===== config.mk =====
export PLATFORM = sky130hd
export DESIGN_NAME = mem_req_decode
export DESIGN_NICKNAME = d
export VERILOG_FILES = /design/src/hdl/lsu_pkg.sv /design/src/hdl/mem_req_decode.sv
export SDC_FILE = /design/constraint.sdc
export NUM_CORES = 1
export LEC_CHECK = 0
export CORE_MARGIN = 5
export CORE_UTILIZATION = 43
export DETAILED_ROUTE_END_ITERATION = 7
export DONT_BUFFER_PORTS = 1
export SLEW_MARGIN = 40
export SYNTH_ARGS = -nofsm -noshare
export SYNTH_HDL_FRONTEND = slang
export SYNTH_SLANG_ARGS = --single-unit

===== constraint.sdc =====
create_clock -name vclk -period 2.9
set_clock_uncertainty 0.05 [all_clocks]
set_input_delay 0.58 -clock vclk [all_inputs]
set_output_delay 0.58 -clock vclk [all_outputs]
set_load 0.01 [all_outputs]

===== src/hdl/lsu_pkg.sv =====
`default_nettype none

package lsu_pkg;

    // data memory geometry
    localparam int          MEM_BYTES = 131072;        // 128 KiB
    localparam logic [31:0] MEM_TOP   = 32'h0001FFFF;  // last legal byte address
    localparam int          ADDR_W    = 17;            // local byte address width

    // marker returned by a load that fails the range check
    localparam logic [31:0] ERR_DATA  = 32'hDEADBEEF;

    // access width as coded by the execute stage
    typedef enum logic [1:0] {
        MEM_BYTE = 2'd0,
        MEM_HALF = 2'd1,
        MEM_WORD = 2'd2
    } mem_width_e;

    // request from execute, one per cycle, no back-pressure
    typedef struct packed {
        logic        valid;
        logic        store;   // 1 = store, 0 = load
        mem_width_e  width;
        logic        uns;     // zero extend on load
        logic [31:0] addr;    // full byte address
        logic [31:0] wdata;
    } mem_req_t;

    // decoded request into the memory
    typedef struct packed {
        logic              valid;
        logic              store;
        logic [3:0]        be;      // byte lanes, lane 0 at addr
        logic              err;     // out of range or bad width
        mem_width_e        width;
        logic              uns;
        logic [ADDR_W-1:0] addr;    // local byte address
        logic [31:0]       wdata;
    } mem_op_t;

    // registered memory result
    typedef struct packed {
        logic        valid;
        logic        store;
        logic        err;
        mem_width_e  width;
        logic        uns;
        logic [31:0] data;    // raw lanes, or error marker
    } mem_rsp_t;

endpackage

`default_nettype wire


===== src/hdl/mem_req_decode.sv =====
`default_nettype none
`timescale 1ns/100ps

module mem_req_decode
    import lsu_pkg::*;
(
    input  mem_req_t req_i,  // request from execute
    output mem_op_t  op_o    // decoded op to data memory
);

    logic [3:0]  byte_en;
    logic [32:0] last_off;   // byte count minus one
    logic [32:0] last_addr;  // address of the last byte touched
    logic        width_bad;
    logic        range_bad;

    // width code to byte lanes
    always_comb begin
        byte_en   = 4'b0000;
        last_off  = '0;
        width_bad = 1'b0;
        case (req_i.width)
            MEM_BYTE: begin
                byte_en  = 4'b0001;
                last_off = 33'd0;
            end
            MEM_HALF: begin
                byte_en  = 4'b0011;
                last_off = 33'd1;
            end
            MEM_WORD: begin
                byte_en  = 4'b1111;
                last_off = 33'd3;
            end
            default: begin
                width_bad = 1'b1;  // unused code, treat as error
            end
        endcase
    end

    // range check on the full address
    // one extra bit so 0xFFFFFFFF plus offset cannot wrap back in range
    assign last_addr = {1'b0, req_i.addr} + last_off;
    assign range_bad = (last_addr > {1'b0, MEM_TOP});

    always_comb begin
        op_o.valid = req_i.valid;
        op_o.store = req_i.store;
        op_o.be    = byte_en;
        op_o.err   = range_bad | width_bad;
        op_o.width = req_i.width;
        op_o.uns   = req_i.uns;
        op_o.addr  = req_i.addr[ADDR_W-1:0];  // low bits index the byte array
        op_o.wdata = req_i.wdata;
    end

endmodule

`default_nettype wire


# Word level (Yosys, flattened, before mapping)

Index checks and enable logic that the tools add are counted.

Memory bits (writable): 0
Bits in latches: 0
Bits of input ports: 69
Output and inout bits: 59
Register bits after elaboration: 0
ROM bits: 0
Memories kept: 0

Eq/ne operators: 2
Reduce and logical (&&, ||, !) cells: 2
Order comparisons: 1
Shifts and indexed selects: 0
Bitwise operators: 1
Mux-type cells: 3
Add/sub/neg operators: 1
Multiply operators: 0
Divide/modulo/power cells: 0

Operator list:

| kind                   | number |
|---|---|
| $add A32 B33 Y33       | 1 |
| $gt A33 B17 Y1 const B | 1 |
| $pmux W4 S3            | 1 |
| $pmux W2 S2            | 1 |
| $reduce_or A3 Y1       | 1 |
| $eq A2 B1 Y1 const B   | 1 |
| $eq A2 B2 Y1 const B   | 1 |
| $logic_not A2 Y1       | 1 |
| $mux W1                | 1 |
| $or A1 B1 Y1           | 1 |

# Longest topological paths before layout

Depth after elaboration: 5
Mapped depth: 11
Mapped depth without buffers: 10

# Least setup slack after synthesis

OpenSTA, ideal clock, no wires.

Kind: in2out
From: in req_i[65] (netlist bit)
To: out op_o[52] (netlist bit)
Path slack: -253 ps
Arrival: 2523 ps
Stages: 11
Buffers on the path: 1
Cell sequence: inv_1 ha_1 inv_1 ha_1 fa_1 and3_2 buf_2 a311o_1 a21boi_2 a2bb2oi_2 nand3_1

RTL lines:

| what               | RTL line            | text |
|---|---|---|
| start: declaration | mem_req_decode.sv:7 | `input mem_req_t req_i,` |
| end: declaration   | mem_req_decode.sv:8 | `output mem_op_t op_o` |

==> impl_metrics.py <==
metrics = {
    "outcome": {
        "run_status": "finished with violations",
        "violations": "negative setup slack",
    },
    "power": {
        "seqPwrFrac_pct": 0,
        "clkPwrFrac_pct": 0,
        "power_mw": 0.0533,
        "switching_share_pct": 47.7,
        "p_leak_nw": 0.231,
        "ir_drop_v": 0.0000437,
        "combinationalPowerShare_pct": 100.0,
        "power_density_nw_per_um2": 80.5,
        "switchingPower_mw": 0.0254,
        "p_int_mw": 0.0279,
    },
    "sta": {
        "setup-tns-final_ns": -0.00569,
        "hold-worst-slack_ns": 1.11,
        "worst_slew_pin_slew_ns": 0.482,
        "finalWorstSetupSlack_ns": -0.00569,
        "finalHoldViolations": 0,
        "post-route-period-util_pct": 100,
        "post-route-min-period_ns": 2.91,
        "rsz0062_at_grt": "true",
        "maxSlewViolCount": 0,
        "setup_viol": 1,
        "maxSlewHeadroom_pct": 67.6,
        "clock.fmax_mhz": 344,
    },
    "floorplanning": {
        "fp-row-count": 16,
        "start_util_pct": 45.7,
        "ios": 128,
        "coreArea_um2": 2000,
        "die_y_um": 56.2,
        "die-area_um2": 3150,
        "fp.dieW_um": 56.2,
    },
    "setup_path": {
        "crit_path_end_kind": "output port",
        "cp_top_family": "adder cells",
        "slowest_delay_ns": 0.34,
        "path_cells": "inv_12 > ha_4 > inv_4 > ha_4 > fa_2 > and3_4 > o41ai_4 > nand2_1 > a2bb2oi_2 > nand3_2",
        "worstPathRequired_ns": 2.27,
        "critPathKind": "in2out",
        "cp_max_fo": 6,
        "start_kind": "primary input",
        "critPathArrivalTime_ns": 2.28,
        "cpMostUsedCell": "ha_4",
        "startpoint": "req_i[65]",
        "path_buf_inv": 2,
        "worst_path_max_delay_cell": "fa_2",
    },
    "finish": {
        "diodes": 0,
        "nNetsFinal": 145,
        "final_cell_mix": "nand3_1 (8), and3_1 (5), inv_1 (4), nand4_1 (4), buf_4 (4)",
        "final_common_cell": "nand3_1",
        "synthToLayoutAreaGrowth_pct": -27.7,
        "instances_no_fill": 95,
        "nClkBuffers": 0,
        "seq_cells": 0,
        "drive_gt1_share_pct": 32.4,
        "seq_area_um2": 0,
    },
    "placement": {
        "io_buffers": 0,
        "place_inst": 94,
        "hpwl_um": 1550,
        "preCtsSetupSlack_ns": -0.0853,
        "gp_congestion": 0.767,
    },
    "logic_synthesis": {
        "yosysUniqueCellTypes": 37,
        "synth.avg_cell_area_um2": 7.63,
        "syn_area_um2": 916,
        "syn_nets": 195,
        "ys_warn_count": 0,
        "yosys.area.top_type": "buf_4",
        "netlist.area_leader.share_pct": 45.1,
        "synth_area_leaders": "buf_4 (45%), ha_1 (6.8%), nand3_1 (4.9%)",
        "yosysSeqAreaShare_pct": 0,
        "syn_inst": 120,
    },
    "routing": {
        "ant_nets": 0,
        "drt-total-wl_um": 1830,
        "drc": 0,
        "vias": 596,
        "drt_pre_antenna_iters": 3,
        "post_drt_wl_per_cell_um": 19.3,
        "drt_iter0_markers": 6,
        "via_per_inst": 6.27,
    },
    "grt": {
        "track_usage_pct": 10.7,
        "antenna_found_initial": 0,
        "grt_max_degree": 9,
        "grt_pass1_wl_um": 2910,
        "grt_overflow_total": 0,
        "grt_pass1_vias": 611,
    },
    "hold_path": {
        "hold_class": "in2out",
        "worstHoldStart": "req_i[20]",
    },
    "run": {
        "drv_cap": 0,
    },
}
[cell type report]
type,count,area [µm²]
multi-input combinational,58,561
fill,219,1340
inverter,6,37.5
tap,27,33.8
timing repair buffer,4,30.0
[worst paths after layout]
kind | endpoint | slack, ns | depth (start not counted)
hold / removal | op_o[20] | 1.11 | 0
setup / recovery | op_o[52] | -0.006 | 10
[power by group through the flow]
stage / clock network, mW / logic [mW] / registers, mW
6_report: 0 / 0.0533 / 0
2_1_floorplan: 0 / 0.115 / 0
3_3_place_gp: 0 / 0.0456 / 0
4_1_cts: 0 / 0.0514 / 0
5_1_grt: 0 / 0.0588 / 0
3_5_place_dp: 0 / 0.0471 / 0
[timing repair]
item | CTS | global route
setup buffers | 1 | 0
resized for setup | 4 | 2
endpoints found under the setup margin | 1 | 1
cloned | 0 | 0
hold buffers | 0 | 0
pin swaps | 11 | 6
[metal layers]
metal	track usage, %	part of all wire [%]
met1	10.6	30
met2	16.9	47
met3	7.19	19
met4	5.42	3.9
met5	0	0
[cells by family (layout without fill, tap and decap cells)]
family          count (synthesis)  after routing  share of synthesized area, %
fa+ha+maj                       6              6                          9.02
mux                             2              2                          2.32
xor+xnor                        2              2                          1.91
simple gates                   35             35                          25.3
compound gates                 13             13                          13.4
buf+inv                        62             10                          48.1
[stage by stage]
stage / utilization (%) / cell area, µm²
2_1_floorplan: - / 976
3_3_place_gp: 30.4 / 608
3_5_place_dp: 30.4 / 608
4_1_cts: 31.9 / 638
5_1_grt: 33.1 / 662
6_report: 33.1 / 662
[synthesized netlist by cell type, types with 2 or more instances]
| library cell | count |
|---|---|
| or3_1 | 2 |
| buf_4 | 55 |
| and3_1 | 5 |
| nor2_1 | 2 |
| inv_1 | 6 |
| nand3_1 | 9 |
| nor3_1 | 3 |
| nand4_1 | 4 |
| ha_1 | 5 |
| and2_1 | 2 |
Power figures use the tool's default switching activity.
