## config.mk

```make
export PLATFORM = sky130hd
export DESIGN_NAME = load_extend
export DESIGN_NICKNAME = d
export VERILOG_FILES = /design/src/hdl/lsu_pkg.sv /design/src/hdl/load_extend.sv
export SDC_FILE = /design/constraint.sdc
export NUM_CORES = 1
export LEC_CHECK = 0
export BUFFER_PORTS_ARGS = -buffer_cell sky130_fd_sc_hd__buf_4
export CORE_UTILIZATION = 30
export DETAILED_ROUTE_END_ITERATION = 16
export PLACE_DENSITY = 0.85
export SYNTH_ARGS = -nofsm -noshare
export SYNTH_HDL_FRONTEND = slang
export SYNTH_SLANG_ARGS = --single-unit
export TNS_END_PERCENT = 20
```

## constraint.sdc

```tcl
create_clock -name vclk -period 2
set_clock_uncertainty 0.2 [all_clocks]
set_input_delay 0.4 -clock vclk [all_inputs]
set_output_delay 0.4 -clock vclk [all_outputs]
set_load 0.03 [all_outputs]
```

## src/hdl/lsu_pkg.sv

```systemverilog
`default_nettype none

package lsu_pkg;

    // data memory geometry
    localparam int          MEM_BYTES = 131072;        // 128 KiB
    localparam logic [31:0] MEM_TOP   = 32'h0001FFFF;  // last legal byte address
    localparam int          ADDR_W    = 17;            // local byte address width

    // marker returned by a load that fails the range check
    localparam logic [31:0] ERR_DATA  = 32'hDEADBEEF;

    // access width as coded by the execute stage
    typedef enum logic [1:0] {
        MEM_BYTE = 2'd0,
        MEM_HALF = 2'd1,
        MEM_WORD = 2'd2
    } mem_width_e;

    // request from execute, one per cycle, no back-pressure
    typedef struct packed {
        logic        valid;
        logic        store;   // 1 = store, 0 = load
        mem_width_e  width;
        logic        uns;     // zero extend on load
        logic [31:0] addr;    // full byte address
        logic [31:0] wdata;
    } mem_req_t;

    // decoded request into the memory
    typedef struct packed {
        logic              valid;
        logic              store;
        logic [3:0]        be;      // byte lanes, lane 0 at addr
        logic              err;     // out of range or bad width
        mem_width_e        width;
        logic              uns;
        logic [ADDR_W-1:0] addr;    // local byte address
        logic [31:0]       wdata;
    } mem_op_t;

    // registered memory result
    typedef struct packed {
        logic        valid;
        logic        store;
        logic        err;
        mem_width_e  width;
        logic        uns;
        logic [31:0] data;    // raw lanes, or error marker
    } mem_rsp_t;

endpackage

`default_nettype wire

```

## src/hdl/load_extend.sv

```systemverilog
`default_nettype none
`timescale 1ns/100ps

module load_extend
    import lsu_pkg::*;
(
    input  mem_rsp_t    rsp_i,       // registered memory result
    output logic        rd_valid_o,  // load result valid
    output logic [31:0] rd_data_o,   // extended load data
    output logic        err_o,       // request was out of range
    output logic        st_done_o    // store completed
);

    logic byte_sign;
    logic half_sign;

    // sign bits, forced low for unsigned loads
    assign byte_sign = rsp_i.data[7]  & ~rsp_i.uns;
    assign half_sign = rsp_i.data[15] & ~rsp_i.uns;

    always_comb begin
        if (rsp_i.err) begin
            rd_data_o = rsp_i.data;  // error marker goes out untouched
        end else begin
            case (rsp_i.width)
                MEM_BYTE: rd_data_o = {{24{byte_sign}}, rsp_i.data[7:0]};
                MEM_HALF: rd_data_o = {{16{half_sign}}, rsp_i.data[15:0]};
                default:  rd_data_o = rsp_i.data;  // word, no extension
            endcase
        end
    end

    // one valid bit split into load and store strobes
    assign rd_valid_o = rsp_i.valid & ~rsp_i.store;
    assign st_done_o  = rsp_i.valid &  rsp_i.store;
    assign err_o      = rsp_i.valid &  rsp_i.err;

endmodule

`default_nettype wire

```

# [Yosys cells after proc, flatten, opt, wreduce, memory -nomap -nowiden]
# Index checks and enable logic that the tools add are counted.
[word_totals] word_cells=11 in_bits=38 out_inout_bits=35 reg_bits=0
[op_classes] reduce_logical=1 eq_ne=1 bitwise_logic=7 mux=2
[op_table] cell="32-bit one-hot mux with 2 select lines" n=1
[op_table] cell="32-bit 2-to-1 mux" n=1
[op_table] cell="1-bit bitwise AND" n=5
[op_table] cell="2-bit by 1-bit == test with 1-bit output (second input constant)" n=1
[op_table] cell="2-bit logical NOT" n=1
[op_table] cell="1-bit inverter" n=2

# [Depth between registers and ports, before layout]
[logic_depth] word_depth=4 ltp_mapped=4 depth_no_buf=2

# [Worst setup path before layout]
# No wires, ideal clock.
[synth_timing] path_kind="input -> output" from="in rsp_i[34] in the netlist's numbering" to="out rd_data_o[16]" cell_stages=3 arrival_time_ps=1605 path_buffers=1 slack_ps=-205 cell_sequence="or3_1 buf_6 o21ai_0"
[synth_via] elab_chain_len=3
[synth_lines] element="from (decl)" line_no="load_extend.sv:7" rtl="input mem_rsp_t rsp_i,"
[synth_lines] element="2-bit by 1-bit == test with 1-bit output / 2-bit logical NOT (equally long branches)" line_no="load_extend.sv:25" rtl="case (rsp_i.width)"
[synth_lines] element="32-bit one-hot mux with 2 select lines *" line_no="load_extend.sv:25"
[synth_lines] element="32-bit 2-to-1 mux *" line_no="load_extend.sv:22" rtl="if (rsp_i.err) begin"
[synth_lines] element="to (decl)" line_no="load_extend.sv:9" rtl="output logic [31:0] rd_data_o,"
# Every way passes the cells marked *; elsewhere a longest branch is shown, timed or not.

# [Worst setup path in the final report]
[layout_timing] from="in rsp_i[32] in the netlist's numbering" to="out rd_data_o[19]"
[layout_via] elab_chain_len=4
[layout_lines] element="1-bit inverter *" line_no="load_extend.sv:18, load_extend.sv:19"
[layout_lines] element="1-bit bitwise AND (on tied branches)" line_no="load_extend.sv:19, load_extend.sv:18"
[layout_lines] element="32-bit one-hot mux with 2 select lines *" line_no="load_extend.sv:25"
[layout_lines] element="32-bit 2-to-1 mux *" line_no="load_extend.sv:22"
# Marks and branches as above.

==> results.sh <==
export IMPL_status="finished with violations"
export IMPL_violations="setup timing"
export IMPL_slew_violations=0
export IMPL_die_area_mm2=0.00167
export IMPL_post_drt_wl_per_cell_um=18.5
export IMPL_drt_wl_total_um=2430
export IMPL_fillers=70
export IMPL_hpwl_um=1350
export IMPL_setup_viol=10
export IMPL_num_vias=729
export IMPL_nNetsFinal=156
export IMPL_grt_usage_pct=17.1
export IMPL_grt_max_degree=17
export IMPL_syn_avg_cell_area_um2=7.21
export IMPL_seq_cell_count=0
export IMPL_post_route_period_util_pct=102
export IMPL_grt_pass1_vias=480
export IMPL_tightest_slew_ns=0.607
export IMPL_power_density_mw_per_mm2=322
export IMPL_grt_pass1_wl_um=2000
export IMPL_n_antenna_cell=0
export IMPL_final_cells=131
export IMPL_hold_viol_final=0
export IMPL_num_rows=13
export IMPL_min_period_ns=2.05
export IMPL_drive_above_1_share_pct=77.6
export IMPL_drt_iter0_markers=14
export IMPL_grt_antenna_before_repair=0
export IMPL_clkbuf_count=0
export IMPL_core_area_mm2=0.00135
export IMPL_total_power_uw=359
export IMPL_final_antenna_net_count=0
export IMPL_fmax_mhz=488
export IMPL_place_congestion=0.814
export IMPL_worst_ep_arrival_time_ns=1.45
export IMPL_die_w_um=40.9
export IMPL_hold_end="rd_data_o[4]"
export IMPL_initial_core_util_pct=33.6
export IMPL_area_delta_synth_final_pct=145
export IMPL_synth_nets=101
export IMPL_p_leak_nw=0.500
export IMPL_synth_seq_area_share_pct=0
export IMPL_regArea_um2=0
export IMPL_cp_start_kind="primary input"
export IMPL_ctsHoldBuffers=0
export IMPL_portBuffers=59
export IMPL_grt_setup_unrepaired="true"
export IMPL_dpl_cell_area_um2=853
export IMPL_critPathKind="in -> out"
export IMPL_syn_area_um2=454
export IMPL_critPathCaptureType="output pin"
export IMPL_relSlewSlack_pct=59.6
export IMPL_peakVddDrop_v=0.000170
export IMPL_hp_start="rsp_i[4]"
export IMPL_required_ns=1.40
export IMPL_cp_max_fo=6
export IMPL_min_path_cells=0
export IMPL_cap_violations=0
export IMPL_drc=0
export IMPL_fin_ws_ns=-0.0493
export IMPL_fin_area_mm2=0.00111
export IMPL_placed_cells_incl_taps=128
export IMPL_yosysUniqueCellTypes=14
export IMPL_min_path_type="in -> out"
export IMPL_gr_total_overflow=0
export IMPL_detail_route_first_pass_iterations=4
export IMPL_fp_dieH_um=40.9
export IMPL_pin_count=73
export IMPL_via_per_inst=5.56
export IMPL_netlist_instances=63
export IMPL_yosys_warnings=0
## stage by stage
stage	hold slack, ns	setup WS (ns)	util (%)	TNS (ns)
final	0.600	-0.0493	82.6	-0.192
after global placement	0.600	-0.0765	63.2	-0.448
after floorplan	0.710	-0.205	-	-1.70
after global routing	0.600	-0.0774	82.6	-0.647
after CTS	0.600	-0.0209	64.4	-0.0432
after detailed placement	0.600	-0.0903	63.2	-1.26
## logic make-up after synthesis
logic type	count (synthesis)	synth area share (%)
AO/OA/AOI/OAI	40	64.2
buffers and inverters	16	25.3
multiplexers	1	2.20
AND/OR/NAND/NOR	6	8.27
## timing repair
| item | in CTS | in global routing |
|---|---|---|
| cloned | 0 | 2 |
| endpoints found under the setup margin | 24 | 24 |
| gates resized for setup | 8 | 41 |
| pin swaps | 0 | 7 |
| buffers inserted | 0 | 1 |
## Yosys cell counts, drive strengths merged
library cell,instances,area (um2)
o21ai,32,171
buf,14,108
o2bb2ai,8,120
and2,2,12.5
clkbuf,2,7.51
or3,2,12.5
mux2i,1,10.0
nand2b,1,6.26
nor2b,1,6.26
## routing by layer
metal	routed length (um)	track usage [%]	part of all wire [%]	up-vias
met5	0	0	0	-
met4	54	3.33	2.2	0
met3	200	3.80	8.2	8
met2	1230	33.6	51	49
met1	943	17.9	39	338
li1	-	-	-	334
## power by group
part           total [mW]  switching [mW]  leakage [nW]  internal [mW]
Clock                   0               0             0              0
Combinational       0.359           0.191         0.500          0.168
Sequential              0               0             0              0
Total               0.359           0.191         0.500          0.168
## worst max-delay path by stage
| stage | depth (start not counted) | endpoint | slack (ns) | startpoint |
|---|---|---|---|---|
| 6_report | 5 | rd_data_o[19] | -0.05 | rsp_i[32] |
| 5_1_grt | 5 | rd_data_o[19] | -0.08 | rsp_i[34] |
| 4_1_cts | 5 | rd_data_o[28] | -0.02 | rsp_i[34] |
| 3_5_place_dp | 5 | rd_data_o[31] | -0.09 | rsp_i[34] |
| 3_3_place_gp | 5 | rd_data_o[31] | -0.08 | rsp_i[34] |
| 2_1_floorplan | 3 | rd_data_o[16] | -0.21 | rsp_i[34] |
## cells in the final DEF (no fill, tap or decap), types with 4 or more instances in the layout
master / netlist / routed
buf_4: 8 / 42
buf_6: 3 / 22
o21ai_0: 20 / 16
o21ai_2: 3 / 8
o2bb2ai_2: 8 / 6
o21ai_4: 0 / 4
o21ai_1: 9 / 4
## worst max-delay path, cell delays in order
cell       delay, ns
buf_6           0.09
or3_4           0.45
clkbuf_16       0.20
o21ai_2         0.16
buf_6           0.15
## area by class of cell
type / count / area (um2) / share of cell area [%]
Multi-Input combinational cell: 47 / 433 / 38.8
Tap cell: 15 / 18.8 / 1.68
Timing Repair Buffer: 69 / 663 / 59.5
No activity file was read; power rests on OpenSTA's default activity.
